--- config.mk ---
export PLATFORM = sky130hd
export DESIGN_NAME = prefix_hash
export DESIGN_NICKNAME = d
export VERILOG_FILES = /design/src/ndn_pkg.sv /design/src/prefix_hash.sv
export SDC_FILE = /design/constraint.sdc
export NUM_CORES = 1
export LEC_CHECK = 0
export BUFFER_PORTS_ARGS = -buffer_cell sky130_fd_sc_hd__clkbuf_2
export CORE_ASPECT_RATIO = 0.5
export CORE_UTILIZATION = 30
export CTS_CLUSTER_DIAMETER = 30
export DETAILED_ROUTE_END_ITERATION = 6
export SLEW_MARGIN = 5
export SYNTH_ARGS = -nofsm -noshare
export SYNTH_HDL_FRONTEND = slang
export SYNTH_SLANG_ARGS = --single-unit
export TNS_END_PERCENT = 10
--- constraint.sdc ---
create_clock -name clk -period 3.95 [get_ports clk]
set_input_delay 0.5925 -clock clk [delete_from_list [all_inputs] [get_ports clk]]
set_output_delay 0.5925 -clock clk [all_outputs]
set_load 0.05 [all_outputs]
--- src/ndn_pkg.sv ---
// *************************************************
// NDN FIB shared definitions
// Name, length and byte types, FSM encodings and
// the prefix mask and fold hash used by the table
// *************************************************
`default_nettype none

package ndn_pkg;

    // Name prefix, prefix length and payload byte
    typedef logic [63:0] prefix_t;
    typedef logic [5:0]  plen_t;
    typedef logic [7:0]  byte_t;

    // Longest-prefix-match engine states
    typedef enum logic [1:0] {LK_IDLE, LK_READ, LK_CHECK} lookup_state_t;

    // Data forwarding FSM states
    typedef enum logic [1:0] {FW_IDLE, FW_OFFER, FW_WAIT, FW_STREAM} fwd_state_t;

    // Keep only the top len bits of the prefix
    // A length of 0 shifts the mask out entirely
    function automatic prefix_t mask_prefix(input prefix_t p, input plen_t len);
        logic [6:0] shift;
        shift = 7'd64 - {1'b0, len};
        return p & (~64'd0 << shift);
    endfunction

    // XOR-fold 64 bits into width-sized chunks
    // Length goes into the low bits so each length gets its own spread
    function automatic logic [31:0] fold_hash(input prefix_t p, input plen_t len,
                                              input int width);
        logic [31:0] acc;
        logic [31:0] mask;
        acc = '0;
        mask = (32'd1 << width) - 32'd1;
        for (int i = 0; i < 64; i += width) begin
            acc ^= 32'(p >> i) & mask;
        end
        acc ^= 32'(len) & mask;
        return acc;
    endfunction

endpackage

`default_nettype wire

--- src/prefix_hash.sv ---
// *************************************************
// Prefix hash unit
// Masks a name to its length and folds it into a
// registered table index
// *************************************************
`default_nettype none

module prefix_hash #(
    parameter int HASH_W = 8
) (
    input  wire             clk,
    input  wire             rst,
    input  wire ndn_pkg::prefix_t prefix,
    input  wire ndn_pkg::plen_t   len,
    output logic [HASH_W-1:0]     index
);
    import ndn_pkg::*;

    // Masked name, so longer names with the same prefix share a slot
    prefix_t masked;

    assign masked = mask_prefix(prefix, len);

    // One cycle from input to index
    always_ff @(posedge clk) begin
        if (rst) begin
            index <= '0;
        end else begin
            index <= HASH_W'(fold_hash(masked, len, HASH_W));
        end
    end

endmodule

`default_nettype wire

==> impl_metrics.json <==
{
  "critPathMaxFanout": 16,
  "cpMaxStageDelayCell": "ha_1",
  "setup_slack_ns": 0.584,
  "cts.sinks": 8,
  "regMostFlops": "index",
  "antenna_found_initial": 0,
  "vias_per_cell": 5.45,
  "post_dp_cell_area_mm2": 0.00276,
  "synth_area_mm2": 0.00224,
  "final_common_cell": "clkbuf_2",
  "synthFlopType": "dfxtp_1",
  "cpPeakStageDelay_ns": 0.58,
  "slew_violations": 0,
  "path_clk_slew_ns": 0.04,
  "worstSetupPathDepth": 13,
  "largest_register_ffs": 8,
  "period_needed_ns": 3.37,
  "synth_area_per_cell_um2": 6.79,
  "synth_seq_cells": 8,
  "via_count": 2709,
  "crit_family": "simple AND/OR/NAND/NOR gates",
  "postCtsHoldBufs": 0,
  "grt_pass1_wl_mm": 12.5,
  "overflow": 0,
  "insertedDiodeCount": 0,
  "die_area_mm2": 0.00784,
  "drc": 0,
  "tritoncts": "built",
  "die-height_um": 63.1,
  "io_buffers": 79,
  "drive_gt1_share_pct": 26.9,
  "critical_path_class": "in -> reg",
  "crit_buf_inv": 3,
  "grt_usage_pct": 20.6,
  "fin_area_mm2": 0.00283,
  "grt_pass1_vias": 2489,
  "h-tree-depth": 1,
  "die_x_um": 124,
  "clock.fmax_ghz": 0.297,
  "synthArstFlopShare_pct": 0,
  "relSlewSlack_pct": 59.5,
  "crit_path_end_kind": "flop",
  "cellLeakagePower_nw": 1.26,
  "vdd_drop_max_uv": 112,
  "cts_buffer_depth": 2,
  "worstMarginPinSlew_ns": 0.600,
  "cts_resized": 0,
  "routabilityCongestion": 0.870,
  "post_cts_buffers": 0,
  "grt_setup_unrepaired": "false",
  "start_util_pct": 32.3,
  "finalSetupTns_ns": 0,
  "synth_cells": 330,
  "cts_buffers": 3,
  "crit_chain": "clkbuf_2 > inv_1 > ha_1 > inv_1 > ha_1 > nand2_1 > nor3b_1 > a21oi_1 > o21ai_0 > o211ai_1 > nor4_1 > nand3b_1 > nand4_1",
  "outcome": "completed",
  "area_delta_synth_final_pct": 26.4,
  "required_ns": 4.07,
  "grt_max_degree": 20,
  "synth_seq_area_share_pct": 7.15,
  "dp_hpwl_mm": 6.34,
  "first_pass_iters": 5,
  "rows": 21,
  "core_area_mm2": 0.00694,
  "ant_nets": 0,
  "fin_nets": 484,
  "synth_warnings": 0,
  "worst_setup_path_start_kind": "primary input",
  "ys_types": 61,
  "period_share_pct": 85.2,
  "crit_arrival_ns": 3.49,
  "ios": 80,
  "cts-root-buf": "clkbuf_16",
  "mostFrequentLayoutCells": "clkbuf_2, nor2_1, o21ai_0, xnor2_1, nand2_1",
  "finalHoldViolations": 0,
  "wl_per_cell_um": 15.8,
  "first_iter_violations": 302,
  "setup_viol": 0,
  "cap_viol_max_count": 0,
  "post-place-ws_ns": 0.373,
  "p_per_area_mw_per_mm2": 253,
  "syn-num-nets": 407,
  "hold_path_depth": 2,
  "synth_edf_count": 0,
  "hold_class": "in -> reg",
  "largestRegisters": "index: 8 flops",
  "wirelength_mm": 7.84
}
-- kinds of logic (layout without fill, tap and decap cells) --
logic type | after synthesis | count (layout) | share of synthesized area (%)
simple gates | 137 | 137 | 32.9
compound gates | 101 | 101 | 30.3
buf+inv | 34 | 109 | 6.65
xor+xnor | 32 | 32 | 14.4
mux | 13 | 13 | 5.81
flops | 8 | 8 | 7.15
fa+ha+maj | 5 | 5 | 2.79
-- where the power goes --
part           internal, W  leakage [nW]  switching, W
clock network     0.000131        0.0370     0.0000443
logic             0.000174          1.15      0.000264
registers        0.0000984        0.0666    0.00000613
total             0.000403          1.26      0.000314
-- worst paths after layout --
check | start | endpoint | slack [ns]
setup / recovery | len[0] | index[0] | 0.58
hold / removal | rst | index[1] | 0.68
-- cell type report --
class	instances	area (um^2)
Sequential cell	8	160
Fill cell	772	4110
Tap cell	92	115
Inverter	13	48.8
Timing Repair Buffer	93	500
Clock buffer	3	75.1
Multi-Input combinational cell	288	1930
-- through the flow --
stage | power (W) | utilization, % | hold slack (ns) | cells
after CTS | 0.000718 | 40.8 | 0.679 | 497
after detailed placement | 0.000540 | 39.7 | 0.921 | 494
after global placement | 0.000540 | 39.7 | 0.932 | 494
after floorplan | 0.000412 | - | 0.892 | 330
final | 0.000717 | 40.8 | 0.678 | 497
after global routing | 0.000768 | 40.8 | 0.709 | 497
-- cell usage after synthesis, types with 2 or more instances --
library cell	number	area share [%]
a32oi_1	2	0.78
ha_1	5	2.8
nor4_1	4	1.1
o2111ai_1	3	1.2
clkbuf_1	8	1.3
nand3b_1	5	1.7
o31a_1	2	0.78
nor2b_1	8	2.2
xnor3_1	3	3.0
o21ai_0	26	5.8
a31oi_1	2	0.56
nand2b_1	7	2.0
nor3b_1	5	1.7
a21oi_1	17	3.8
nand4_1	7	2.0
nor3_1	10	2.2
o211ai_1	9	3.0
a211oi_1	3	1.0
o221ai_1	5	2.0
and2_1	5	1.4
and3_1	5	1.4
or3_1	4	1.1
nor2_1	30	5.0
dfxtp_1	8	7.2
mux2i_1	13	5.8
a21o_1	2	0.67
o21ai_1	13	2.9
xnor2_1	24	9.4
buf_2	11	2.5
nand2_1	23	3.9
inv_1	13	2.2
nand3_1	12	2.7
or2_2	2	0.56
or4_1	2	0.67
xor2_1	5	2.0
a221oi_1	2	0.78
-- routing by layer --
metal | global-route usage, % | share of wire, % | wire [um] | vias to the layer above
li1 | - | - | - | 1368
met1 | 31.8 | 48 | 3770 | 1242
met2 | 29.6 | 43 | 3350 | 95
met3 | 2.90 | 8.6 | 675 | 4
met4 | 3.72 | 0.54 | 42 | 0
met5 | 0 | 0 | 0 | -
Power figures use the tool's default switching activity.
