$ cat config.mk
export PLATFORM = sky130hd
export DESIGN_NAME = fib_lookup
export DESIGN_NICKNAME = d
export VERILOG_FILES = /design/src/ndn_pkg.sv /design/src/fib_lookup.sv
export SDC_FILE = /design/constraint.sdc
export NUM_CORES = 1
export LEC_CHECK = 0
export ABC_AREA = 1
export BUFFER_PORTS_ARGS = -buffer_cell sky130_fd_sc_hd__buf_4
export CORE_MARGIN = 10
export CORE_UTILIZATION = 54
export CTS_CLUSTER_SIZE = 14
export DETAILED_ROUTE_END_ITERATION = 10
export GPL_TIMING_DRIVEN = 1
export HOLD_SLACK_MARGIN = 0.06
export PLACE_DENSITY = 0.86
export SLEW_MARGIN = 10
export SYNTH_ARGS = -nofsm -noshare
export SYNTH_HDL_FRONTEND = slang
export SYNTH_SLANG_ARGS = --single-unit
$ cat constraint.sdc
create_clock -name clk -period 9.55 [get_ports clk]
set_input_delay 2.865 -clock clk [delete_from_list [all_inputs] [get_ports clk]]
set_output_delay 2.865 -clock clk [all_outputs]
set_load 0.005 [all_outputs]
$ cat src/ndn_pkg.sv
// *************************************************
// NDN FIB shared definitions
// Name, length and byte types, FSM encodings and
// the prefix mask and fold hash used by the table
// *************************************************
`default_nettype none

package ndn_pkg;

    // Name prefix, prefix length and payload byte
    typedef logic [63:0] prefix_t;
    typedef logic [5:0]  plen_t;
    typedef logic [7:0]  byte_t;

    // Longest-prefix-match engine states
    typedef enum logic [1:0] {LK_IDLE, LK_READ, LK_CHECK} lookup_state_t;

    // Data forwarding FSM states
    typedef enum logic [1:0] {FW_IDLE, FW_OFFER, FW_WAIT, FW_STREAM} fwd_state_t;

    // Keep only the top len bits of the prefix
    // A length of 0 shifts the mask out entirely
    function automatic prefix_t mask_prefix(input prefix_t p, input plen_t len);
        logic [6:0] shift;
        shift = 7'd64 - {1'b0, len};
        return p & (~64'd0 << shift);
    endfunction

    // XOR-fold 64 bits into width-sized chunks
    // Length goes into the low bits so each length gets its own spread
    function automatic logic [31:0] fold_hash(input prefix_t p, input plen_t len,
                                              input int width);
        logic [31:0] acc;
        logic [31:0] mask;
        acc = '0;
        mask = (32'd1 << width) - 32'd1;
        for (int i = 0; i < 64; i += width) begin
            acc ^= 32'(p >> i) & mask;
        end
        acc ^= 32'(len) & mask;
        return acc;
    endfunction

endpackage

`default_nettype wire

$ cat src/fib_lookup.sv
// *************************************************
// Longest-prefix-match engine
// Probes the table from the request length down and
// falls back to the default route at length 0
// *************************************************
`default_nettype none

module fib_lookup #(
    parameter int HASH_W = 8
) (
    input  wire                   clk,
    input  wire                   rst,
    input  wire                   lookup_start,
    input  wire ndn_pkg::prefix_t lookup_prefix,
    input  wire ndn_pkg::plen_t   lookup_len,
    input  wire [HASH_W-1:0]      hash_index,
    input  wire                   rd_bit,
    output ndn_pkg::prefix_t      hash_prefix,
    output ndn_pkg::plen_t        hash_len,
    output logic                  rd_en,
    output logic [HASH_W-1:0]     rd_index,
    output ndn_pkg::plen_t        rd_len,
    output logic                  lookup_idle,
    output ndn_pkg::prefix_t      match_prefix,
    output ndn_pkg::plen_t        match_len,
    output logic                  match_valid
);
    import ndn_pkg::*;

    lookup_state_t state;
    prefix_t       req_prefix;
    plen_t         cur_len;
    logic          search_done;

    // Hash runs one step ahead of the read
    // In idle it takes the request, in check the next shorter length
    always_comb begin
        if (state == LK_IDLE) begin
            hash_prefix = lookup_prefix;
            hash_len    = lookup_len;
        end else begin
            hash_prefix = req_prefix;
            hash_len    = cur_len - 6'd1;
        end
    end

    assign rd_en       = (state == LK_READ);
    assign rd_index    = hash_index;
    assign rd_len      = cur_len;
    assign lookup_idle = (state == LK_IDLE);

    // Hit, or a miss on the last nonzero length
    assign search_done = rd_bit || (cur_len == 6'd1);

    always_ff @(posedge clk) begin
        if (rst) begin
            state       <= LK_IDLE;
            match_valid <= 1'b0;
        end else begin
            match_valid <= 1'b0;
            case (state)
                LK_IDLE: begin
                    if (lookup_start) begin
                        // Length 0 is the default route straight away
                        if (lookup_len == '0) begin
                            match_valid <= 1'b1;
                        end else begin
                            state <= LK_READ;
                        end
                    end
                end
                LK_READ: state <= LK_CHECK;
                LK_CHECK: begin
                    if (search_done) begin
                        match_valid <= 1'b1;
                        state       <= LK_IDLE;
                    end else begin
                        state <= LK_READ;
                    end
                end
                default: state <= LK_IDLE;
            endcase
        end
    end

    // Request and result registers
    always_ff @(posedge clk) begin
        if (state == LK_IDLE && lookup_start) begin
            req_prefix   <= lookup_prefix;
            cur_len      <= lookup_len;
            match_prefix <= '0;
            match_len    <= '0;
        end else if (state == LK_CHECK) begin
            if (rd_bit) begin
                match_prefix <= mask_prefix(req_prefix, cur_len);
                match_len    <= cur_len;
            end else if (cur_len == 6'd1) begin
                match_prefix <= '0;
                match_len    <= '0;
            end else begin
                cur_len <= cur_len - 6'd1;
            end
        end
    end

endmodule

`default_nettype wire

==> run metrics <==
first-pass GRT wire length between 30000 and 40000 um; Final Hold Violating Endpoints 0; post-DR wirelength/cell 17.69 um; Maximum Capacitance Violations 0; # clock sinks between 100 and 150; Worst-Skew Late Latency between 0.4 and 0.5 ns; Placed Cells incl. Taps between 1k and 1.5k; YS warnings 0; port buffer count 222; gr ovfl total 0; syn avg cell area about 7.8 sq um; Initial Util a little under three fifths; antenna violations before repair 0; Vias/cell approximately 5.3; reg2reg start state[1]; Leak approximately 4.2 nW; CP startpoint kind input pin; Max Slew Vio Count 0; Row Count 40; core area between 10000 and 15000 sq um; root buf cell clkbuf_16; DRC errors left 0; Pwr Total 1.762 mW; number of distinct library cells after synthesis 22; Post-synth EDFFs 70; routed via count 6585; post-route ant nets 0; clock skew just over 0.007 ns; synth top area cells edfxtp_1 31%, dfxtp_1 21%, nand2_1 13%; Tmin final 6.199 ns; CTS resizes 0; R2R setup slack around 5.8 ns; Worst Setup EP hash_prefix[14]; gate count of the mapped netlist around 880; hold slack final around 0.46 ns; CTS Buf Count 17; Filler cells 922; multi-input combinational cell area 2605 sq um; critical path launch point lookup_prefix[14]; Setup violations, final 0; clk buf depth 2; DP HPWL 15650 um; maximum VDD drop around 130 uV; hold path start match_prefix[48]; crit share post-route 64.91%; fin util between 70% and 80%; Post-synth top flop dfxtp_1; CTS tree yes; Ports 239; Synth async-reset ratio 0%; die area 17490 sq um; Mapped Area slightly below 7000 sq um; # hold bufs at CTS 0; R2R cell count 6; FMAX approximately 160 MHz; #FFs+latches synth between 100 and 150; Register Area about 3600 sq um; Synth area leader edfxtp_1; Die H 132.2 um; top-area cell type share of the netlist area a little under a third; htree depth 4; maximum fanout along the worst path 2; PwrDens between 150 and 200 nW/um^2; CP required 6.69 ns; final WL about 22000 um; # Post-CTS Setup Buffers 0; DRT Pass-1 Iters 5; Crit path arrival time ~3.3 ns; Area Overhead vs Synth 33.35%; layout cell share with drive strength beyond 1 26.11%; GRT Total Usage 24.34%; Synth top cells by count 244 x nand2_1, 101 x nor2_1, 86 x inv_1, 75 x nand3_1, 73 x dfxtp_1; syn_nets just under 1k; Initial DRC Count between 600 and 700; relative slew slack 23.90%; Clock transition at path regs 0.06 ns; sequential area share after synthesis 52.38%; diode count 0; Hold Path Class flop to flop; Crit. End Element output port; count leader, synth nand2_1; largest net degree at the start of global routing 78; Least-Margin Pin Slew between 1 and 1.5 ns; RSZ-0062 raised after global routing no; outcome finished, final reports clean; Final GP Congestion about 0.86; critical path class input pin to output port; vias in the first global route around 6.6k; Finished Layout Cells around 1.2k; Die X 132.2 um; reg2reg end req_prefix[42]; Final Net Count between 1k and 1.5k; Setup TNS Final 0 ns
==> worst min-delay path by stage <==
stage                        to  slack [ns]  cells after the start
4_1_cts        match_prefix[48]        0.46                      2
2_1_floorplan      match_len[1]        0.46                      2
3_3_place_gp       match_len[2]        0.45                      2
5_1_grt        match_prefix[48]        0.48                      2
3_5_place_dp   match_prefix[48]        0.46                      2
6_report       match_prefix[48]        0.46                      2
==> power by group <==
group / leakage (nW) / switching (mW) / internal, mW
logic: 2.63 / 0.208 / 0.122
clock network: 0.316 / 0.253 / 0.484
registers: 1.26 / 0.0163 / 0.679
==> layout by cell type (no fill, tap or decap), types with 6 or more instances in the layout <==
master,count
bufinv_16,6
clkbuf_16,17
nand2_1,244
a21oi_1,63
dfxtp_1,73
inv_1,86
buf_4,226
nor2_2,13
o21ai_0,69
ha_1,6
edfxtp_1,70
nand3_1,75
nor2_1,101
==> cell families (layout without fill, tap and decap cells) <==
| kind of cell | Yosys count | count (layout) | synth area share [%] |
|---|---|---|---|
| adder cells (fa/ha/maj) | 6 | 6 | 1.104 |
| AO/OA/AOI/OAI | 135 | 135 | 9.987 |
| flip-flops | 143 | 143 | 52.38 |
| AND/OR/NAND/NOR | 446 | 446 | 27.20 |
| buffers and inverters | 146 | 350 | 9.325 |
==> critical path, cell delays in order <==
cell and delay, ns:
buf_4 0.11, nand2_1 0.05, o21ai_0 0.12, buf_4 0.18
==> metrics by stage <==
step                      setup WS [ns]  cell area, sq um
after floorplan                   3.692              6803
after global routing              3.307              9071
final                             3.351              9071
after CTS                         3.346              9071
after detailed placement          3.355              8423
after global placement            3.364              8423
==> area by class of cell <==
class                      count  share of cell area (%)
clock buffer                  17                   4.690
clock inverter                15                   2.455
inverter                      92                   3.834
multi-input combinational    587                   28.72
sequential                   143                   39.28
tap                          168                   2.317
timing repair buffer         226                   18.70
==> sequential cells by signal, indices dropped and copies added, names as in the netlist <==
register,count
match_len,6
match_prefix,64
state,2
rd_len,6
req_prefix,64
match_valid,1
==> layer usage <==
layer | up-vias | wire (um) | global-route usage [%]
li1 | 3181 | - | -
met1 | 3041 | 8727 | 27.95
met2 | 308 | 10370 | 38.76
met3 | 55 | 2231 | 9.909
met4 | 0 | 747 | 11.43
met5 | - | 0 | 0
No activity file was read; power rests on OpenSTA's default activity.
