===== config.mk =====
export PLATFORM = sky130hd
export DESIGN_NAME = fib_learn
export DESIGN_NICKNAME = d
export VERILOG_FILES = /design/src/ndn_pkg.sv /design/src/fib_learn.sv
export SDC_FILE = /design/constraint.sdc
export NUM_CORES = 1
export LEC_CHECK = 0
export BUFFER_PORTS_ARGS = -buffer_cell sky130_fd_sc_hd__buf_2
export CAP_MARGIN = 5
export CORE_MARGIN = 2
export CORE_UTILIZATION = 24
export DETAILED_ROUTE_END_ITERATION = 8
export GPL_TIMING_DRIVEN = 0
export PLACE_DENSITY_LB_ADDON = 0.1
export SLEW_MARGIN = 0
export SYNTH_ARGS = -nofsm -noshare
export SYNTH_HDL_FRONTEND = slang
export SYNTH_SLANG_ARGS = --single-unit

===== constraint.sdc =====
create_clock -name clk -period 0.8 [get_ports clk]
set_input_delay 0.12 -clock clk [delete_from_list [all_inputs] [get_ports clk]]
set_output_delay 0.12 -clock clk [all_outputs]
set_load 0.02 [all_outputs]

===== src/ndn_pkg.sv =====
// *************************************************
// NDN FIB shared definitions
// Name, length and byte types, FSM encodings and
// the prefix mask and fold hash used by the table
// *************************************************
`default_nettype none

package ndn_pkg;

    // Name prefix, prefix length and payload byte
    typedef logic [63:0] prefix_t;
    typedef logic [5:0]  plen_t;
    typedef logic [7:0]  byte_t;

    // Longest-prefix-match engine states
    typedef enum logic [1:0] {LK_IDLE, LK_READ, LK_CHECK} lookup_state_t;

    // Data forwarding FSM states
    typedef enum logic [1:0] {FW_IDLE, FW_OFFER, FW_WAIT, FW_STREAM} fwd_state_t;

    // Keep only the top len bits of the prefix
    // A length of 0 shifts the mask out entirely
    function automatic prefix_t mask_prefix(input prefix_t p, input plen_t len);
        logic [6:0] shift;
        shift = 7'd64 - {1'b0, len};
        return p & (~64'd0 << shift);
    endfunction

    // XOR-fold 64 bits into width-sized chunks
    // Length goes into the low bits so each length gets its own spread
    function automatic logic [31:0] fold_hash(input prefix_t p, input plen_t len,
                                              input int width);
        logic [31:0] acc;
        logic [31:0] mask;
        acc = '0;
        mask = (32'd1 << width) - 32'd1;
        for (int i = 0; i < 64; i += width) begin
            acc ^= 32'(p >> i) & mask;
        end
        acc ^= 32'(len) & mask;
        return acc;
    endfunction

endpackage

`default_nettype wire


===== src/fib_learn.sv =====
// *************************************************
// FIB learn pipeline
// Hashes each arriving data prefix and sets its
// valid bit two cycles later
// *************************************************
`default_nettype none

module fib_learn #(
    parameter int HASH_W = 8
) (
    input  wire                   clk,
    input  wire                   rst,
    input  wire                   data_ready,
    input  wire ndn_pkg::prefix_t data_prefix,
    input  wire ndn_pkg::plen_t   data_len,
    input  wire [HASH_W-1:0]      hash_index,
    output ndn_pkg::prefix_t      hash_prefix,
    output ndn_pkg::plen_t        hash_len,
    output logic                  set_en,
    output logic [HASH_W-1:0]     set_index,
    output ndn_pkg::plen_t        set_len
);
    import ndn_pkg::*;

    // Stage one, alongside the hash register
    logic  hash_valid;
    plen_t hash_len_q;

    // Hash unit samples the prefix in the data_ready cycle
    assign hash_prefix = data_prefix;
    assign hash_len    = data_len;

    always_ff @(posedge clk) begin
        if (rst) begin
            hash_valid <= 1'b0;
            set_en     <= 1'b0;
        end else begin
            hash_valid <= data_ready;
            set_en     <= hash_valid;
        end
    end

    // Length rides along, index taken once the hash settles
    always_ff @(posedge clk) begin
        hash_len_q <= data_len;
        set_index  <= hash_index;
        set_len    <= hash_len_q;
    end

endmodule

`default_nettype wire


==> results of run 1 <==
## final cells by class
class	instances	area [µm²]	area share (%)
Timing Repair Buffer	115	739	40.2
Buffer	70	526	28.6
Sequential cell	22	459	24.9
Tap cell	50	62.6	3.40
Clock buffer	3	41.3	2.24
Multi-Input combinational cell	2	12.5	0.680
## path summary, 6_finish.rpt
check	slack, ps	startpoint	to
max	-10	set_index[7]$_DFF_P_	set_index[7]
min	30	rst	set_en$_SDFF_PP0_
max reg2reg	290	hash_valid$_SDFF_PP0_	set_en$_SDFF_PP0_
min reg2reg	330	hash_len_q[4]$_DFF_P_	set_len[4]$_DFF_P_
## cells by family after synthesis
family	Yosys count	synth area share (%)
and+or+nand+nor	2	1.28
DFF	22	45.0
buffers and inverters	70	53.7
## what timing repair did
action	in CTS	in global routing
endpoints found under the hold margin	14	0
endpoints found under the setup margin	15	15
pin swaps	0	0
hold buffers	14	0
gates resized for setup	45	0
buffers inserted	0	0
## through the flow
stage / setup WS (ps) / TNS [ps] / std cells / hold slack [ps]
2_1_floorplan: 285 / 0 / 94 / 148
3_3_place_gp: 188 / 0 / 245 / 225
3_5_place_dp: 183 / 0 / 245 / 224
4_1_cts: -30.4 / -320 / 262 / 22.9
5_1_grt: -48.6 / -535 / 262 / 29.2
6_report: -14.5 / -120 / 262 / 30.2
## power by group through the flow
stage                     clock, W  sequential [W]  combinational, W
after global routing      0.000723         0.00119          0.000959
after detailed placement         0         0.00119          0.000820
after CTS                 0.000689         0.00118          0.000918
after floorplan                  0         0.00124          0.000514
after global placement           0         0.00119          0.000816
final                     0.000639         0.00118          0.000907
## layout by cell type, fill, tap and decap left out
cell type,count
buf_2,86
buf_4,70
buf_6,15
clkbuf_8,3
dfxtp_1,7
dfxtp_2,15
dlygate4sd3_1,14
nor2b_1,2
## layer usage
layer | part of all wire (%) | GRT usage (%) | vias up
li1 | - | - | 448
met1 | 25 | 7.39 | 393
met3 | 12 | 3.45 | 0
met5 | 0 | 0 | -
met2 | 63 | 22.5 | 69
met4 | 0 | 3.00 | 0
## state kept, by name, indices dropped and copies added (netlist names)
| register | flops |
|---|---|
| hash_len_q | 6 |
| set_en | 1 |
| set_index | 8 |
| hash_valid | 1 |
| set_len | 6 |
==> flow_summary.yaml, run 1 <==
clocking:
  cts_root_buffer: "clkbuf_8"
  numCtsBuffers: 3
  htreeDepth: 1
  path_clk_slew_ps: 70
  clock_sinks: 22
  clockBufferDepth: 2
  cts_tree: "done"
  insertion_delay_ps: 250
critical_path:
  critPathMaxStageDelay_ps: 320
  critPathTopFamily: "flip-flops"
  crit_required_ps: 680
  start_kind: "register"
  worst_path_max_delay_cell: "dfxtp_2"
  path_buf_inv: 1
  crit_fanout: 1
  crit_chain: "buf_6"
  cp.arrival_ps: 690
  crit_cells: 1
  endpoint_kind: "output port"
  reg2reg_depth: 1
  critPathKind: "register to output port"
timing:
  final_hold_viol_count: 0
  max_freq_mhz: 1230
  maxSlewHeadroom_pct: 91.8
  min_period_ps: 814
  rsz0062_at_grt: "true"
  post-route-period-util_pct: 102
  maxSlewViolCount: 0
  setup-violations-final: 15
  worst_pin_slew_ps: 123
  fin_ws_ps: -14.5
  clock-skew-final_ps: 0.250
layout:
  num-fill-cells: 394
  antenna_cells: 0
  fin_util_pct: 46.3
  finalInstanceArea_um2: 1840
  areaGrowthSynthToFinish_pct: 88.1
  drive_gt1_share_pct: 89.2
  final_nets: 295
yosys:
  yosysMostFrequentCell: "buf_4"
  netlist_area_um2: 978
  yosys.area.top_type_share_pct: 53.7
  yosysTopAreaCell: "buf_4"
  synth_common_cells: "70 x buf_4, 22 x dfxtp_1, 2 x nor2b_1"
  synthCells: 94
  ys_warn_count: 0
  yosysSeqAreaShare_pct: 45.0
  synth_edf_count: 0
  synth_flop_cell: "dfxtp_1"
  async_flop_share_pct: 0
  synth_seq_cells: 22
  synthTopCellsByArea: "buf_4 54%, dfxtp_1 45%, nor2b_1 1.3%"
  synth_cell_type_count: 3
  syn-num-nets: 175
  synth_area_per_cell_um2: 10.4
place:
  gp_congestion: 0.646
  dp_hpwl_um: 2410
  place_area_um2: 1550
  io_buffer_count: 101
global_routing:
  grt_usage_pct: 10.0
  grt_pass1_wl_um: 3420
  gr-total-overflow: 0
  antenna_found_initial: 0
  grt_max_degree: 12
  grt_pass1_vias: 767
power_and_ir_drop:
  clock_power_share_pct: 23.4
  p_per_area_nw_per_um2: 1480
  ir_drop_mv: 0.553
  comb_power_share_pct: 33.2
  swShare_pct: 27.6
  netSwitchingPower_w: 0.000755
  p_leak_nw: 1.04
  p_total_w: 0.00273
  pwr-share-seq_pct: 43.3
  p_int_w: 0.00197
hold_path:
  min_path_type: "primary input to register"
  whs_path_depth: 2
flow_run:
  max-cap-violations: 0
die:
  die_x_um: 67.9
  die_h_um: 67.9
  io_pins: 166
  die_area_um2: 4600
  rows: 23
  initial_core_util_pct: 24.6
  core_um2: 3970
detailed_routing:
  drt-initial-drc-count: 4
  detail_route.wl_per_cell_um: 10.4
  via_per_inst: 3.47
  vias: 910
  finalWirelength_um: 2720
  dr.pass1.iters: 2
  drc_errors: 0
  final_antenna_net_count: 0
status:
  violations: "negative setup slack"
  status: "finished, violations left"
No activity file was read; power rests on OpenSTA's default activity.
==> run 2: changes to the inputs <==
--- a/config.mk
+++ b/config.mk
@@ -11,2 +11,3 @@
 export CORE_UTILIZATION = 24
+export CTS_CLUSTER_SIZE = 40
 export DETAILED_ROUTE_END_ITERATION = 8
==> constraint.sdc (replaced) <==
create_clock -name clk -period 0.8 [get_ports clk]
set_input_delay 0.16 -clock clk [delete_from_list [all_inputs] [get_ports clk]]
set_output_delay 0.16 -clock clk [all_outputs]
set_load 0.02 [all_outputs]
==> run 2 against run 1 <==
Effect of this change:
- the run still ends with negative setup slack left
- sequential power barely moved
- setup slack worse by 40 ps
- global-route usage unchanged
- die area is the same
- via count decreased by 2.6%
- highest routed layer unchanged
==> flow_summary.yaml, run 2 (synthesis results as in run 1) <==
hold_path:
  min_from: "data_len[1]"
  worst_hold_path.endpoint: "hash_len_q[1]$_DFF_P_"
  whs_path_depth: 1
  min_path_type: "primary input to register"
layout:
  largest_reg_flops: 8
  final_nets: 289
  regArea_um2: 459
  top_regs: "set_index: 8 flops, hash_len_q: 6 flops, set_len: 6 flops"
  num-fill-cells: 396
  regMostFlops: "set_index"
  final_common_cell: "buf_2"
  antenna_cells: 0
  fin_cells: 256
  multi_input_area_um2: 12.5
  areaGrowthSynthToFinish_pct: 82.0
  finalInstanceArea_um2: 1780
  drive_gt1_share_pct: 91.7
  final_cell_mix: "86 x buf_2, 70 x buf_4, 15 x buf_6, 15 x dfxtp_2, 8 x dlygate4sd3_1"
critical_path:
  crit_required_ps: 640
  r2r-end: "set_en$_SDFF_PP0_"
  path_buf_inv: 1
  crit_chain: "buf_6"
  r2r-start: "hash_valid$_SDFF_PP0_"
  critPathKind: "register to output port"
  critPathMaxStageDelay_ps: 320
  worst_path_max_delay_cell: "dfxtp_2"
  reg2reg_depth: 1
  r2r_setup_slack_ps: 290
  cp.arrival_ps: 690
  critPathTopFamily: "flip-flops"
  endpoint_kind: "output port"
  start_kind: "register"
  crit_fanout: 1
timing:
  rsz0062_at_grt: "true"
  maxSlewHeadroom_pct: 91.8
  setup-violations-final: 15
  worst_pin_slew_ps: 123
  maxSlewViolCount: 0
  final_hold_viol_count: 0
  max_freq_mhz: 1170
  post-route-period-util_pct: 107
  clock-skew-final_ps: 0.234
  min_period_ps: 855
  fin_ws_ps: -54.5
detailed_routing:
  vias: 886
  dr.pass1.iters: 2
  finalWirelength_um: 2720
  drt-initial-drc-count: 4
  final_antenna_net_count: 0
  drc_errors: 0
  via_per_inst: 3.46
  detail_route.wl_per_cell_um: 10.6
status:
  status: "finished, violations left"
  violations: "negative setup slack"
clocking:
  path_clk_slew_ps: 70
  numCtsBuffers: 3
  clock_sinks: 22
  cts_tree: "done"
  insertion_delay_ps: 250
  htreeDepth: 1
  clockBufferDepth: 2
  cts_root_buffer: "clkbuf_8"
power_and_ir_drop:
  p_leak_nw: 1.01
  netSwitchingPower_w: 0.000753
  comb_power_share_pct: 32.7
  clock_power_share_pct: 23.6
  ir_drop_mv: 0.543
  p_int_w: 0.00196
  p_per_area_nw_per_um2: 1520
  swShare_pct: 27.8
  pwr-share-seq_pct: 43.7
place:
  dp_hpwl_um: 2410
  gp_congestion: 0.646
  io_buffer_count: 101
  dp.cells: 245
  place_area_um2: 1550
  post-place-ws_ps: 103
die:
  io_pins: 166
  die_h_um: 67.9
  core_um2: 3970
  rows: 23
  die_x_um: 67.9
  die_area_um2: 4600
  initial_core_util_pct: 24.6
global_routing:
  grt_usage_pct: 10.0
  grt_max_degree: 12
  gr-total-overflow: 0
  grt_pass1_vias: 758
  grt_pass1_wl_um: 3410
  antenna_found_initial: 0
flow_run:
  max-cap-violations: 0
[run 2: cell types whose count changed in the layout (fill, tap and decap cells not counted)]
cell / change
dlygate4sd3_1: -6
[run 2: layout make-up]
| class | instances | share of cell area (%) |
|---|---|---|
| sequential | 22 | 25.8 |
| timing repair buffer | 109 | 38.2 |
| clock buffer | 3 | 2.32 |
| multi-input combinational | 2 | 0.703 |
| buffer | 70 | 29.5 |
| tap | 50 | 3.51 |
[run 2: power groups by stage]
stage,combinational [W],sequential [W],clock (W)
final,0.000886,0.00118,0.000640
after global routing,0.000936,0.00119,0.000723
after CTS,0.000897,0.00118,0.000689
after detailed placement,0.000820,0.00119,0
after global placement,0.000816,0.00119,0
after floorplan,0.000514,0.00124,0
[run 2: repair_timing]
action,in CTS,in global routing
cloned,0,0
setup buffers,0,0
hold buffers,8,0
endpoints found under the setup margin,15,15
hold endpoints to repair,8,0
resized for setup,45,0
[run 2: how the worst max path moves through the flow]
stage	cells after the start	start	to	slack [ps]
5_1_grt	1	set_index[3]$_DFF_P_	set_index[3]	-90
3_5_place_dp	3	data_len[5]	hash_len[5]	100
3_3_place_gp	3	data_len[4]	hash_len[4]	110
6_report	1	set_index[7]$_DFF_P_	set_index[7]	-50
4_1_cts	1	set_index[7]$_DFF_P_	set_index[7]	-70
2_1_floorplan	0	set_en$_SDFF_PP0_	set_en	240
[run 2: per-layer routing]
metal | wire length (µm) | track usage [%] | vias to the layer above
li1 | - | - | 436
met2 | 1710 | 22.5 | 69
met1 | 682 | 7.39 | 381
met5 | 0 | 0 | -
met4 | 0 | 3.00 | 0
met3 | 329 | 3.45 | 0
[run 2: per-stage QoR]
step | util, % | hold WS [ps] | setup TNS (ps) | total power [W]
after global routing | 44.8 | 6.76 | -1140 | 0.00285
after detailed placement | 38.9 | 264 | 0 | 0.00201
final | 44.8 | 20.4 | -725 | 0.00271
after floorplan | - | 188 | 0 | 0.00176
after CTS | 44.8 | 8.65 | -920 | 0.00277
after global placement | 38.9 | 265 | 0 | 0.00200
==> run 3: changes to the inputs <==
SKIP_CTS_REPAIR_TIMING = 1   (was default)
==> run 3 against run 2 <==
Effect of this change:
- the run still ends with negative setup slack left
- design area down 1.1%
- critical path depth unchanged
- wire length down 0.85%
- non-clock buffer count down 2
- global-route usage down 0.55 points
- critical endpoint is now set_index[1]
==> flow_summary.yaml, run 3 (synthesis results as in run 1) <==
die:
  die_area_um2: 4600
  die_x_um: 67.9
  core_um2: 3970
  io_pins: 166
  rows: 23
  initial_core_util_pct: 24.6
  die_h_um: 67.9
global_routing:
  grt_max_degree: 12
  gr-total-overflow: 0
  grt_pass1_vias: 732
  grt_usage_pct: 9.46
  antenna_found_initial: 0
  grt_pass1_wl_um: 3250
detailed_routing:
  met3_wirelength_um: 329
  drt-initial-drc-count: 1
  drc_errors: 0
  via_per_inst: 3.47
  met2_length_um: 1700
  dr.pass1.iters: 2
  top_layer: "met3"
  finalWirelength_um: 2700
  detail_route.wl_per_cell_um: 10.6
  met1Wirelength_um: 670
  vias: 882
  final_antenna_net_count: 0
place:
  gp_congestion: 0.646
  dp_hpwl_um: 2410
  io_buffer_count: 101
  post-place-ws_ps: 103
clocking:
  numCtsBuffers: 3
  clock_sinks: 22
  cts_root_buffer: "clkbuf_8"
  insertion_delay_ps: 250
  htreeDepth: 1
  cts_tree: "done"
  path_clk_slew_ps: 70
  clockBufferDepth: 2
hold_path:
  whs_path_depth: 1
  min_from: "hash_index[4]"
  min_path_type: "primary input to register"
  worst_hold_path.endpoint: "set_index[4]$_DFF_P_"
flow_run:
  max-cap-violations: 0
layout:
  regMostFlops: "set_index"
  final_common_cell: "buf_2"
  num-fill-cells: 395
  final_nets: 287
  final_cell_mix: "86 x buf_2, 70 x buf_4, 15 x buf_6, 15 x dfxtp_2, 7 x dfxtp_1"
  drive_gt1_share_pct: 92.6
  top_regs: "set_index: 8 flops, hash_len_q: 6 flops, set_len: 6 flops"
  antenna_cells: 0
  largest_reg_flops: 8
  areaGrowthSynthToFinish_pct: 79.9
critical_path:
  r2r-end: "set_en$_SDFF_PP0_"
  crit_cells: 1
  endpoint_kind: "output port"
  critPathMaxStageDelay_ps: 320
  cp.arrival_ps: 700
  reg2reg_depth: 1
  crit_chain: "buf_6"
  crit_required_ps: 640
  start_kind: "register"
  path_buf_inv: 1
  r2r-start: "hash_valid$_SDFF_PP0_"
  critPathKind: "register to output port"
  worst_path_max_delay_cell: "dfxtp_2"
  crit_fanout: 1
  critPathTopFamily: "flip-flops"
  r2r_setup_slack_ps: 290
timing:
  maxSlewHeadroom_pct: 91.8
  fin_ws_ps: -57.3
  clock-skew-final_ps: 0.234
  rsz0062_at_grt: "true"
  worst_pin_slew_ps: 123
  max_freq_mhz: 1170
  maxSlewViolCount: 0
  post-route-period-util_pct: 107
  setup-violations-final: 15
  hold_ws_ps: 6.97
  min_period_ps: 857
  final_hold_viol_count: 0
power_and_ir_drop:
  p_per_area_nw_per_um2: 1530
  ir_drop_mv: 0.543
  p_total_w: 0.00270
  p_leak_nw: 1.00
status:
  violations: "negative setup slack"
  status: "finished, violations left"
==> run 3: cell types whose count changed in the layout (fill, tap and decap cells not counted) <==
cell / before / now
dlygate4sd3_1: 8 / 6
==> run 3: stage by stage <==
step / utilization, % / cells / area, µm² / TNS [ps]
2_1_floorplan: - / 94 / 978 / 0
3_3_place_gp: 38.9 / 245 / 1550 / 0
3_5_place_dp: 38.9 / 245 / 1550 / 0
4_1_cts: 40.0 / 248 / 1590 / -1280
5_1_grt: 44.3 / 254 / 1760 / -1120
6_report: 44.3 / 254 / 1760 / -722
==> run 3: per-layer routing <==
layer | track usage [%] | vias to the layer above
met5 | 0 | -
met4 | 3.00 | 0
met3 | 3.45 | 0
met2 | 21.2 | 69
met1 | 6.89 | 381
li1 | - | 432
==> run 3: report_power, final <==
part           switching, W  internal [W]
Clock              0.000303      0.000334
Sequential        0.0000216       0.00116
Combinational      0.000424      0.000453
Total              0.000749       0.00195
==> run 3: how the worst max path moves through the flow <==
| stage | startpoint | end | slack [ps] |
|---|---|---|---|
| global placement | data_len[4] | hash_len[4] | 110 |
| detailed placement | data_len[5] | hash_len[5] | 100 |
| floorplan | set_en$_SDFF_PP0_ | set_en | 240 |
| CTS | set_index[7]$_DFF_P_ | set_index[7] | -110 |
| finish | set_index[1]$_DFF_P_ | set_index[1] | -60 |
| global route | set_index[3]$_DFF_P_ | set_index[3] | -90 |
==> run 3: layout make-up <==
type	instances	area, µm²	area share, %
repair buffers	107	659	37.5
well taps	50	62.6	3.55
plain buffers	70	526	29.9
clock buffers	3	41.3	2.35
multi-input cells	2	12.5	0.711
flip-flops and latches	22	459	26.1
