<file path="config.mk">
export PLATFORM = sky130hd
export DESIGN_NAME = data_forward
export DESIGN_NICKNAME = d
export VERILOG_FILES = /design/src/ndn_pkg.sv /design/src/data_forward.sv
export SDC_FILE = /design/constraint.sdc
export NUM_CORES = 1
export LEC_CHECK = 0
export ABC_AREA = 1
export BUFFER_PORTS_ARGS = -buffer_cell sky130_fd_sc_hd__buf_2
export CORE_ASPECT_RATIO = 0.9
export CORE_MARGIN = 2
export CORE_UTILIZATION = 31
export CTS_CLUSTER_SIZE = 20
export DETAILED_ROUTE_END_ITERATION = 8
export GPL_TIMING_DRIVEN = 0
export PLACE_DENSITY = 0.6
export REMOVE_ABC_BUFFERS = 1
export SETUP_SLACK_MARGIN = 0.2
export SYNTH_ARGS = -nofsm -noshare
export SYNTH_HDL_FRONTEND = slang
export SYNTH_SLANG_ARGS = --single-unit
</file>
<file path="constraint.sdc">
create_clock -name clk -period 3.9 [get_ports clk]
set_input_delay 0.195 -clock clk [delete_from_list [all_inputs] [get_ports clk]]
set_output_delay 0.195 -clock clk [all_outputs]
set_load 0.02 [all_outputs]
</file>
<file path="src/ndn_pkg.sv">
// *************************************************
// NDN FIB shared definitions
// Name, length and byte types, FSM encodings and
// the prefix mask and fold hash used by the table
// *************************************************
`default_nettype none

package ndn_pkg;

    // Name prefix, prefix length and payload byte
    typedef logic [63:0] prefix_t;
    typedef logic [5:0]  plen_t;
    typedef logic [7:0]  byte_t;

    // Longest-prefix-match engine states
    typedef enum logic [1:0] {LK_IDLE, LK_READ, LK_CHECK} lookup_state_t;

    // Data forwarding FSM states
    typedef enum logic [1:0] {FW_IDLE, FW_OFFER, FW_WAIT, FW_STREAM} fwd_state_t;

    // Keep only the top len bits of the prefix
    // A length of 0 shifts the mask out entirely
    function automatic prefix_t mask_prefix(input prefix_t p, input plen_t len);
        logic [6:0] shift;
        shift = 7'd64 - {1'b0, len};
        return p & (~64'd0 << shift);
    endfunction

    // XOR-fold 64 bits into width-sized chunks
    // Length goes into the low bits so each length gets its own spread
    function automatic logic [31:0] fold_hash(input prefix_t p, input plen_t len,
                                              input int width);
        logic [31:0] acc;
        logic [31:0] mask;
        acc = '0;
        mask = (32'd1 << width) - 32'd1;
        for (int i = 0; i < 64; i += width) begin
            acc ^= 32'(p >> i) & mask;
        end
        acc ^= 32'(len) & mask;
        return acc;
    endfunction

endpackage

`default_nettype wire

</file>
<file path="src/data_forward.sv">
// *************************************************
// Data packet forwarding
// Offers a data prefix to the PIT and streams the
// payload under credit control, or drops it
// *************************************************
`default_nettype none

module data_forward #(
    parameter int PAYLOAD_BYTES = 16,
    parameter int CREDITS       = 4
) (
    input  wire                   clk,
    input  wire                   rst,
    input  wire                   data_ready,
    input  wire ndn_pkg::prefix_t data_prefix,
    input  wire ndn_pkg::plen_t   data_len,
    input  wire                   pit_accept,
    input  wire                   pit_reject,
    input  wire ndn_pkg::byte_t   data_in,
    input  wire                   data_in_valid,
    input  wire                   credit_return,
    output ndn_pkg::prefix_t      pit_out_prefix,
    output ndn_pkg::plen_t        pit_out_len,
    output logic                  prefix_ready,
    output logic                  ready_for_data,
    output logic                  data_take,
    output ndn_pkg::byte_t        out_data,
    output logic                  out_valid,
    output logic                  data_idle
);
    import ndn_pkg::*;

    localparam int CRED_W = $clog2(CREDITS + 1);
    localparam int CNT_W  = $clog2(PAYLOAD_BYTES + 1);

    fwd_state_t        state;
    logic [CRED_W-1:0] credits;
    logic [CNT_W-1:0]  byte_cnt;
    logic              last_byte;

    assign prefix_ready = (state == FW_OFFER);
    assign data_idle    = (state == FW_IDLE);

    // Move a byte only when one is offered and a credit is left
    assign data_take = (state == FW_STREAM) && data_in_valid && (credits != '0);
    assign last_byte = (byte_cnt == CNT_W'(PAYLOAD_BYTES - 1));

    always_ff @(posedge clk) begin
        if (rst) begin
            state          <= FW_IDLE;
            ready_for_data <= 1'b0;
            out_valid      <= 1'b0;
            byte_cnt       <= '0;
        end else begin
            ready_for_data <= 1'b0;
            out_valid      <= data_take;
            case (state)
                FW_IDLE: begin
                    if (data_ready) begin
                        state <= FW_OFFER;
                    end
                end
                FW_OFFER: state <= FW_WAIT;
                FW_WAIT: begin
                    // Rejected packets are simply dropped
                    if (pit_reject) begin
                        state <= FW_IDLE;
                    end else if (pit_accept) begin
                        state          <= FW_STREAM;
                        ready_for_data <= 1'b1;
                        byte_cnt       <= '0;
                    end
                end
                FW_STREAM: begin
                    if (data_take) begin
                        byte_cnt <= byte_cnt + 1'b1;
                        if (last_byte) begin
                            state <= FW_IDLE;
                        end
                    end
                end
                default: state <= FW_IDLE;
            endcase
        end
    end

    // Credit counter, one down per byte sent, one up per return
    always_ff @(posedge clk) begin
        if (rst) begin
            credits <= CRED_W'(CREDITS);
        end else begin
            credits <= credits + CRED_W'(credit_return) - CRED_W'(data_take);
        end
    end

    // Offered name and outgoing byte
    always_ff @(posedge clk) begin
        if (state == FW_IDLE && data_ready) begin
            pit_out_prefix <= data_prefix;
            pit_out_len    <= data_len;
        end
        if (data_take) begin
            out_data <= data_in;
        end
    end

endmodule

`default_nettype wire

</file>
==> results of run 1 <==
==> routing by layer <==
metal  vias to the layer above  track usage, %  part of all wire (%)
met2                       100           24.04                    51
met4                         0           4.142                  0.81
met1                      1015           14.66                    40
met5                         -               0                     0
li1                       1100               -                     -
met3                         4           5.835                   8.5
==> kinds of logic (layout without fill, tap and decap cells) <==
logic type      Yosys count  count (layout)  synth area share [%]
simple gates             51              51                 7.593
xor+xnor                  1               1                0.2905
flops                    90              90                 85.64
compound gates            7               7                 1.162
buf+inv                  23             272                 2.988
fa+ha+maj                 5               5                 2.324
==> worst max-delay path, cell delays in order (launching register included) <==
cell and delay, ps:
dfxtp_1 430, nand2_2 120, nor2_2 110, nand2_2 110, inv_1 330, ha_1 300, inv_1 50, ha_1 130
inv_1 40, fa_1 370, or2_2 300, nand3_1 60
==> report_power, final <==
| part | total, mW | switching (mW) | leakage, nW | internal (mW) |
|---|---|---|---|---|
| clock network | 0.649 | 0.345 | 0.0950 | 0.305 |
| registers | 1.26 | 0.0411 | 0.832 | 1.21 |
| logic | 0.561 | 0.349 | 1.23 | 0.212 |
| total | 2.47 | 0.735 | 2.15 | 1.73 |
==> worst max-delay path by stage <==
stage,startpoint,endpoint,slack (ps)
after floorplan,state[1]$_SDFFE_PP0P_,pit_out_len[0]$_DFFE_PP_,-360
after global placement,state[1]$_SDFFE_PP0P_,pit_out_prefix[5]$_DFFE_PP_,-1190
after detailed placement,state[1]$_SDFFE_PP0P_,credits[2]$_SDFF_PP1_,1490
after CTS,state[1]$_SDFFE_PP0P_,credits[2]$_SDFF_PP1_,1460
after global routing,state[1]$_SDFFE_PP0P_,credits[2]$_SDFF_PP1_,1260
final,state[1]$_SDFFE_PP0P_,credits[2]$_SDFF_PP1_,1480
==> cell usage in the layout (no fill, tap or decap), drive strengths merged <==
master	count
a21oi	4
buf	169
bufinv	1
clkbuf	10
clkinv	1
clkinvlp	2
dfxtp	12
dlygate4sd3	65
edfxtp	78
fa	1
ha	4
inv	24
nand2	23
nand3	5
nand3b	2
nor2	18
nor3	1
o21ai	3
or2	2
xor2	1
==> final cells by class <==
class	count	share of cell area (%)
inverters	22	1.682
clock inverters	6	1.504
flip-flops and latches	90	52.61
well taps	126	3.212
repair buffers	234	31.25
clock buffers	10	2.600
multi-input cells	64	7.137
==> stage by stage <==
step / instances / setup slack, ps / hold slack [ps] / setup TNS [ps]
detailed placement: 471 / 1490 / 373.1 / 0
floorplan: 176 / -355.7 / 261.7 / -24900
global placement: 469 / -1186 / 372.3 / -82570
global route: 552 / 1260 / 0.4546 / 0
finish: 552 / 1482 / 23.63 / 0
CTS: 544 / 1461 / 0.1536 / 0
==> flip-flops by register name, indices dropped and copies added, names as in the netlist <==
| name | count |
|---|---|
| byte_cnt | 5 |
| out_valid | 1 |
| pit_out_len | 6 |
| pit_out_prefix | 64 |
| out_data | 8 |
| credits | 3 |
| state | 2 |
| ready_for_data | 1 |
==> Yosys cell counts, drive strengths merged <==
cell type,number,area (sq um)
a21oi,4,20.02
buf,1,7.510
dfxtp,12,240.2
edfxtp,78,2342
fa,1,20.02
ha,4,50.05
inv,22,82.58
nand2,23,101.4
nand3,5,25.02
nand3b,2,15.01
nor2,18,70.07
nor3,1,5.000
o21ai,3,15.01
or2,2,12.52
xor2,1,8.760
==> summary.txt, run 1 <==
Place
  • Routability congestion estimate: 0.7538
  • Input/output buffers: 167
  • HPWL Detailed: 5.130 mm
  • DP Area: 4056 sq um

Synthesis
  • Sequential-to-total area share from yosys stat: 85.64%
  • Synth Cell Area: 3015 sq um
  • Unique masters post-synth: 20
  • Ys Warns: 0
  • Mean Syn Cell Area: 17.04 sq um
  • Synthesized flop and latch total: 90
  • Synth Instances: 177

Global routing
  • Vias in the first global route: 2,162
  • Initial antenna violation count: 0
  • Global-route wire length before repair: 10.75 mm
  • Largest net degree at the start of global routing: 28
  • GRT overflow: 0
  • Gr usage total: 13.63%

Detailed routing
  • Vias: 2,219
  • DR WL/cell: 13.36 microns
  • Total Routed Length: 7.377 mm
  • DRT Pass-1 Iters: 4
  • DR vias/cell: 4.020
  • # DRC: 0
  • Antenna Violating Nets Remaining: 0
  • First DRT Iteration DRCs: 112

Finish
  • Final nets: 511
  • Layout cells sized above 1: 44.84%
  • Layout area overhead: 62.78%
  • FF+latch area: 2582 sq um
  • Multi-input gate area: 350.3 sq um
  • Final core occ: 51.28%
  • Fin area: 4908 sq um
  • Fillers: 819
  • Antenna cells: 0

Power and ir drop
  • Power, Total: 2.466 mW
  • Worst VDD drop: 0.0002423 V
  • Leakage: 2.153 nW
  • Pwr dens: 502.4 nW/um^2

Clocking
  • CTS tree: built
  • Cell chosen for the clock root: clkbuf_8
  • Post-CTS Repair Setup Buffers: 0
  • Hold_buf cts: 57
  • Clock Latency Late Sink: 350 ps
  • Reg clk slew, reported paths: 90 ps
  • PostCTS Resize Cnt: 0
  • CTS Sinks: 90
  • CTS Buf Count: 9
  • CTS H-tree lvls: 3
  • Clk buf depth: 2

Timing
  • Fmax: 0.4136 GHz
  • Layout Skew: 12.65 ps
  • Relative slew margins: 53.33%
  • Slew Viols, Final: 0
  • Slew @ Worst Pin: 698.4 ps
  • Fin. Hold Viols: 0
  • Final critical-path required period: 2418 ps
  • Final setup viols: 0
  • RSZ-0062 raised after global routing: false
  • Crit share post-route: 61.99%

Floorplanning
  • Number of top-level pins: 168
  • Cell row count: 34
  • Die H: 97.57 microns
  • Core Area: 9572 sq um
  • Initial Utilization: 31.50%
  • Die X-Extent: 108.0 microns
  • Die area: 10,530 sq um

Hold path
  • Worst min-delay path class: primary input to register
  • Worst hold endpoint: pit_out_prefix[16]$_DFFE_PP_
  • Worst hold stages: 1
  • Min-delay src: data_prefix[16]

Critical path
  • Critical path arrival: 2700 ps
  • CP Launch Type: register
  • FF-to-FF Start: state[1]$_SDFFE_PP0P_
  • Reg-to-reg endpoint: credits[2]$_SDFF_PP1_
  • Crit path kind: register to register
  • Critical path capture point type: register
  • Crit Path Max Fanout: 11
  • Required @ worst endpoint: 4190 ps
  • R2R cell count: 11
  • Reg2reg setup slack: 1480 ps

Flow run
  • Max-cap violations: 0

Run status
  • Outcome: complete, no violations
Note: power is estimated with default switching activity, not from simulation.
==> run 2: changes to the inputs <==
clock period = 2.2 ns   (was 3.9 ns; I/O delays follow)
==> run 2 against run 1 <==
Cell area rose by 3.9%; sequential power increased by 77%; sequential cell count unchanged; fmax increased by 24%; via count up 3.1%; clock skew barely moved; worst hold slack gained 34 ps; first-iteration DRC count decreased by 13%; combinational power up 87%; wire length is 6.0% higher; clock-buffer cell count unchanged; core utilization increased by 2.0 points; critical path type unchanged.
==> summary.txt, run 2 (same netlist as run 1, synthesis figures left out) <==
Run status
  • Outcome: complete, no violations

Place
  • HPWL Detailed: 5.130 mm (unchanged)
  • Routability congestion estimate: 0.7538 (unchanged)
  • DP Worst Slack: -209.8 ps (-1700 ps)
  • DP Area: 4056 sq um (unchanged)
  • Input/output buffers: 167 (unchanged)
  • Placed Cells: 471 (unchanged)

Power and ir drop
  • Switching share of power: 30.01% (+0.21 points)
  • Power, Total: 4.434 mW (+80%)
  • Worst VDD drop: 0.0004277 V (+76%)
  • Comb pwr share: 23.7% (+0.9 points)
  • Clock share of power: 26.0% (-0.3 points)
  • Net Switching: 1.331 mW (+81%)
  • Int Power: 3.104 mW (+79%)
  • Pwr dens: 869.5 nW/um^2 (+73%)
  • Register share of total power: 50.3% (-0.6 points)
  • Leakage: 2.232 nW (+3.6%)

Finish
  • Post-route insts no fill: 570 (+3.3%)
  • Fillers: 795 (-2.9%)
  • Largest reg by FF count: pit_out_prefix
  • Fin area: 5100 sq um (+3.9%)
  • Antenna cells: 0 (unchanged)
  • Largest register FFs: 64 (unchanged)
  • Largest regs: pit_out_prefix (64), out_data (8), pit_out_len (6)
  • Most frequent cells in the layout: buf_2, dlygate4sd3_1, edfxtp_1
  • Layout area overhead: 69.13%
  • Final nets: 529 (+3.5%)
  • Commonest non-fill, non-tap cell in the layout: buf_2
  • Layout cells sized above 1: 45.05% (+0.21 points)

Floorplanning
  • Die area: 10,530 sq um (unchanged)
  • Core Area: 9572 sq um (unchanged)
  • Die H: 97.57 microns (unchanged)
  • Cell row count: 34 (unchanged)
  • Initial Utilization: 31.50% (unchanged)
  • Number of top-level pins: 168 (unchanged)
  • Die X-Extent: 108.0 microns (unchanged)

Timing
  • Relative slew margins: 59.83% (+6.5 points)
  • Fin. Hold Viols: 0 (unchanged)
  • Fmax: 0.5142 GHz (+24%)
  • Final setup viols: 0 (unchanged)
  • Final hold slack: 58.01 ps (+34.38 ps)
  • Setup ws final: 255.4 ps (-1227 ps)
  • Slew @ Worst Pin: 601.8 ps (-96.51 ps)
  • Slew Viols, Final: 0 (unchanged)
  • Layout Skew: 12.46 ps (-0.1879 ps)
  • Final critical-path required period: 1945 ps (-472.9 ps)
  • Crit share post-route: 88.39% (+26 points)
  • RSZ-0062 raised after global routing: true

Critical path
  • Critical path capture point type: register
  • Crit Path Max Fanout: 2 (-9)
  • CP Launch Type: register
  • Reg2reg setup slack: 260 ps (-1230 ps)
  • Critical path arrival: 2230 ps (-470 ps)
  • Crit path kind: register to register
  • Required @ worst endpoint: 2490 ps (-1700 ps)

Detailed routing
  • # DRC: 0 (unchanged)
  • First DRT Iteration DRCs: 97 (-13%)
  • Antenna Violating Nets Remaining: 0 (unchanged)
  • Vias: 2,288 (+3.1%)
  • DR WL/cell: 13.72 microns (+2.7%)
  • DR vias/cell: 4.014 (-0.15%)
  • Total Routed Length: 7.820 mm (+6.0%)
  • DRT Pass-1 Iters: 4 (unchanged)

Clocking
  • Reg clk slew, reported paths: 90 ps (about the same)
  • Clk buf depth: 2 (unchanged)
  • Cell chosen for the clock root: clkbuf_8
  • CTS tree: built
  • CTS H-tree lvls: 3 (unchanged)
  • CTS Sinks: 90 (unchanged)
  • Clock Latency Late Sink: 350 ps (about the same)
  • CTS Buf Count: 9 (unchanged)

Global routing
  • Vias in the first global route: 2,344 (+8.4%)
  • Initial antenna violation count: 0 (unchanged)
  • Gr usage total: 14.59% (+0.97 points)
  • Global-route wire length before repair: 11.50 mm (+7.0%)
  • GRT overflow: 0 (unchanged)
  • Largest net degree at the start of global routing: 28 (unchanged)

Hold path
  • Worst min-delay path class: primary input to register

Flow run
  • Max-cap violations: 0 (unchanged)
run 2: final timing paths:
kind	start	end	depth (start not counted)
setup / recovery	credits[1]$_SDFF_PP0_	credits[2]$_SDFF_PP1_	11
hold / removal	rst	credits[1]$_SDFF_PP0_	2
setup reg to reg	credits[1]$_SDFF_PP0_	credits[2]$_SDFF_PP1_	11
hold reg to reg	byte_cnt[4]$_SDFFE_PP0P_	byte_cnt[4]$_SDFFE_PP0P_	2
run 2: metal layers:
metal	global-route usage [%]	wire [microns]	share of wire [%]
met1	15.45	3189	41
met3	5.768	591	7.6
met5	0	0	0
met2	26.51	3959	51
met4	4.142	79	1.0
run 2: cell type report:
type | count | area (sq um) | area share (%)
inverter | 22 | 86.33 | 1.693
multi-input combinational | 65 | 369.1 | 7.237
tap | 126 | 157.7 | 3.091
clock buffer | 10 | 127.6 | 2.502
clock inverter | 6 | 73.82 | 1.447
timing repair buffer | 251 | 1697 | 33.27
sequential | 90 | 2589 | 50.76
run 2: timing repair:
action | 4_1_cts | 5_1_grt
gates cloned | 0 | 1
hold buffers | 79 | 0
pin swaps | 1 | 2
resized for setup | 7 | 1
setup endpoints to repair | 2 | 28
hold endpoints to repair | 79 | 0
buffers inserted | 3 | 0
run 2: critical path, stage by stage (launching register included):
cell and delay, ps:
dfxtp_2 330, nor2_1 90, nand2_1 90, nand2_4 90
clkinvlp_4 80, ha_1 280, inv_1 50, ha_1 130
inv_1 50, fa_2 330, or2_2 300, nand3_1 60
run 2: through the flow:
step / TNS [ps] / util (%)
detailed placement: -268.1 / 42.38
global route: 0 / 53.28
finish: 0 / 53.28
floorplan: -143970 / -
global placement: -201790 / 41.80
CTS: 0 / 53.19
run 2: power by group through the flow:
| stage | Combinational (mW) | Sequential (mW) | Clock, mW |
|---|---|---|---|
| 2_1_floorplan | 0.256 | 2.55 | 0 |
| 3_3_place_gp | 0.844 | 2.30 | 0 |
| 3_5_place_dp | 0.915 | 2.27 | 0 |
| 4_1_cts | 1.05 | 2.23 | 1.19 |
| 5_1_grt | 1.14 | 2.26 | 1.25 |
| 6_report | 1.05 | 2.23 | 1.15 |
==> run 3: changes to the inputs <==
ABC_AREA = unset   (was 1)
==> run 3 against run 2 <==
Core utilization up 0.91 points; cell count is 7.0% lower; fmax increased by 0.46%; die area down 1.1%; total power shrank 20%; sequential share of layout area grew 0.99 points; global-route usage grew 0.35 points; worst hold slack got worse by 19 ps; register-to-register slack barely moved; critical path depth is 1 lower; sequential cell count unchanged; area after synthesis decreased by 1.1%; largest power group unchanged.
==> summary.txt, run 3 <==
Hold path
  • Worst min-delay path class: primary input to register

Detailed routing
  • DR vias/cell: 4.200 (+4.6%)
  • Antenna Violating Nets Remaining: 0 (unchanged)
  • Total Routed Length: 7.962 mm (+1.8%)
  • DRT Pass-1 Iters: 4 (unchanged)
  • DR WL/cell: 15.02 microns (+9.5%)
  • First DRT Iteration DRCs: 77 (-21%)
  • # DRC: 0 (unchanged)
  • Vias: 2,226 (-2.7%)

Power and ir drop
  • Pwr dens: 710.9 nW/um^2 (-18%)
  • Leakage: 2.066 nW (-7.4%)
  • Net Switching: 915.6 uW (-31%)
  • Worst VDD drop: 0.0003503 V (-18%)
  • Register share of total power: 56.7% (+6.4 points)
  • Clock share of power: 28.2% (+2.2 points)
  • Power, Total: 3.563 mW (-20%)
  • Int Power: 2.647 mW (-15%)
  • Comb pwr share: 15.1% (-8.6 points)
  • Switching share of power: 25.70% (-4.3 points)

Global routing
  • Largest net degree at the start of global routing: 40 (+43%)
  • Global-route wire length before repair: 11.81 mm (+2.7%)
  • Initial antenna violation count: 0 (unchanged)
  • Vias in the first global route: 2,326 (-0.77%)
  • Gr usage total: 14.94% (+0.35 points)
  • GRT overflow: 0 (unchanged)

Clocking
  • Cell chosen for the clock root: clkbuf_8
  • CTS tree: built
  • CTS H-tree lvls: 3 (unchanged)
  • Clk buf depth: 2 (unchanged)
  • Clock Latency Late Sink: 340 ps (about the same)
  • Reg clk slew, reported paths: 90 ps (about the same)
  • CTS Sinks: 90 (unchanged)
  • CTS Buf Count: 9 (unchanged)

Critical path
  • CP most frequent cell: ha_4
  • Crit path kind: register to register
  • CP max stage delay: 350 ps (+20 ps)
  • Cell family with most CP delay: adder cells
  • CP Cell Sequence: nor3_4 > nor2_4 > ha_4 > inv_4 > ha_4 > inv_2 > fa_2 > xor2_1 > xnor2_1 > nand2b_1
  • Required @ worst endpoint: 2430 ps (-60 ps)
  • FF-to-FF Start: credits[0]$_SDFF_PP0_
  • WP buf/inv: 2 (-1)
  • Reg-to-reg endpoint: credits[2]$_SDFF_PP1_
  • Critical path capture point type: register
  • Reg2reg setup slack: 260 ps (about the same)
  • Critical path depth in cells: 10 (-1)
  • Critical-path top delay cell: dfxtp_2
  • R2R cell count: 10 (-1)
  • CP startpoint: credits[0]$_SDFF_PP0_
  • CP Launch Type: register
  • Critical path arrival: 2170 ps (-60 ps)
  • Crit path to: credits[2]$_SDFF_PP1_
  • Crit Path Max Fanout: 2 (unchanged)

Synthesis
  • Post-Synth XOR/XNOR Area: 0.5875% (+0.30 points)
  • Most frequent cells after synthesis: edfxtp_1, dfxtp_1, a21oi_1, inv_1, o211ai_1
  • EDFF count, synth: 78 (unchanged)
  • Synthesized flop and latch total: 90 (unchanged)
  • Unique masters post-synth: 33 (+65%)
  • Post-synth top flop: edfxtp_1
  • Post-synthesis compound-gate area fraction: 2.979% (+1.8 points)
  • Synth top area share: 78.56% (+0.88 points)
  • Synth area leaders: edfxtp_1, dfxtp_1, ha_1
  • Largest family of logic cells by synthesized area: simple AND/OR/NAND/NOR gates
  • Synth Instances: 146 (-18%)
  • Ys Warns: 0 (unchanged)
  • Asr flop ratio synth: 0% (unchanged)
  • Post-synthesis mux area share: 0% (unchanged)
  • Sequential-to-total area share from yosys stat: 86.61% (+0.97 points)
  • Synth Cell Area: 2982 sq um (-1.1%)
  • Simple-Gate Fraction of Synth Area: 5.749% (-1.8 points)
  • Synth Area in Adders: 2.350% (+0.026 points)
  • Cell accounting for the most synthesized area: edfxtp_1
  • Mean Syn Cell Area: 20.42 sq um (+20%)
  • Top-count cell post-synth: edfxtp_1

Place
  • HPWL Detailed: 4.994 mm (-2.7%)
  • Placed Cells: 431 (-8.5%)
  • Input/output buffers: 167 (unchanged)
  • Routability congestion estimate: 0.7039 (-6.6%)
  • DP Worst Slack: -629.1 ps (-419.3 ps)

Finish
  • Most frequent cells in the layout: buf_2, dlygate4sd3_1, edfxtp_1
  • Layout cells sized above 1: 50.00% (+5.0 points)
  • Largest regs: pit_out_prefix (64), out_data (8), pit_out_len (6)
  • Final nets: 494 (-6.6%)
  • Commonest non-fill, non-tap cell in the layout: buf_2
  • Largest reg by FF count: pit_out_prefix
  • Fillers: 784 (-1.4%)
  • Post-route insts no fill: 530 (-7.0%)
  • Antenna cells: 0 (unchanged)
  • Layout area overhead: 68.11%
  • Largest register FFs: 64 (unchanged)

Timing
  • Fin. Hold Viols: 0 (unchanged)
  • Fmax: 0.5166 GHz (+0.46%)
  • Final setup viols: 0 (unchanged)
  • Final critical-path required period: 1936 ps (-8.939 ps)
  • Slew Viols, Final: 0 (unchanged)
  • Relative slew margins: 55.61% (-4.2 points)
  • Slew @ Worst Pin: 664.9 ps (+63.05 ps)
  • Final hold slack: 38.64 ps (-19.37 ps)
  • Layout Skew: 7.865 ps (-4.597 ps)
  • Setup ws final: 264.3 ps (+8.939 ps)
  • RSZ-0062 raised after global routing: true
  • Crit share post-route: 87.98% (-0.41 points)

Flow run
  • Max-cap violations: 0 (unchanged)

Floorplanning
  • Die H: 97.04 microns (-0.54%)
  • Number of top-level pins: 168 (unchanged)
  • Core Area: 9249 sq um (-3.4%)
  • Die X-Extent: 107.4 microns (-0.54%)
  • Die area: 10,420 sq um (-1.1%)
  • Initial Utilization: 32.24% (+0.73 points)
  • Cell row count: 33 (-2.9%)

Run status
  • Outcome: complete, no violations
[run 3: cell families (layout without fill, tap and decap cells)]
kind of cell / after synthesis / count (layout)
flops: 90 / 90
simple gates: 25 / 25
compound gates: 14 / 14
buf+inv: 10 / 272
fa+ha+maj: 5 / 5
xor+xnor: 2 / 2
[run 3: layout make-up]
type / count / area [sq um] / share of cell area [%]
sequential: 90 / 2594 / 51.75
clock inverter: 6 / 50.05 / 0.9985
inverter: 5 / 21.27 / 0.4244
tap: 122 / 152.6 / 3.045
multi-input combinational: 46 / 389.1 / 7.763
timing repair buffer: 252 / 1682 / 33.55
clock buffer: 9 / 123.9 / 2.471
[run 3: how the worst min path moves through the flow]
stage	slack, ps	startpoint	end	depth (start not counted)
finish	40	data_ready	state[0]$_SDFFE_PP0P_	3
global route	50	pit_reject	state[1]$_SDFFE_PP0P_	3
detailed placement	290	data_prefix[38]	pit_out_prefix[38]$_DFFE_PP_	1
global placement	290	data_in[7]	out_data[7]$_DFFE_PP_	1
floorplan	180	rst	credits[1]$_SDFF_PP0_	1
CTS	20	data_ready	state[0]$_SDFFE_PP0P_	3
[run 3: routing by layer]
layer  global-route usage, %  routed length, microns  vias up
met1                   15.76                    3011     1045
li1                        -                       -     1074
met5                       0                       0        -
met2                   27.60                    4217       97
met3                   4.987                     628       10
met4                   4.931                     105        0
[run 3: timing repair]
| item | CTS | global route |
|---|---|---|
| resized for setup | 8 | 9 |
| setup buffers | 3 | 3 |
| setup endpoints to repair | 4 | 1 |
| pin swaps | 3 | 7 |
| hold buffers | 78 | 0 |
| endpoints found under the hold margin | 78 | 0 |
[run 3: power groups by stage]
stage / Clock, mW / Sequential [mW] / Combinational [mW]
after floorplan: 0 / 2.18 / 0.0809
after global placement: 0 / 2.06 / 0.382
after detailed placement: 0 / 2.06 / 0.398
after CTS: 1.06 / 2.02 / 0.519
after global routing: 1.11 / 2.03 / 0.580
final: 1.01 / 2.02 / 0.538
[run 3: through the flow]
step,utilization (%),cell area [sq um],setup TNS (ps)
after detailed placement,42.79,3958,-1132
after global placement,42.57,3938,-54250
after floorplan,-,2949,-33010
final,54.19,5012,0
after CTS,53.60,4957,0
after global routing,54.19,5012,0
[run 3: worst min-delay path: stages]
cell     delay, ps
buf_2           90
nand2_1         80
a21oi_1         60
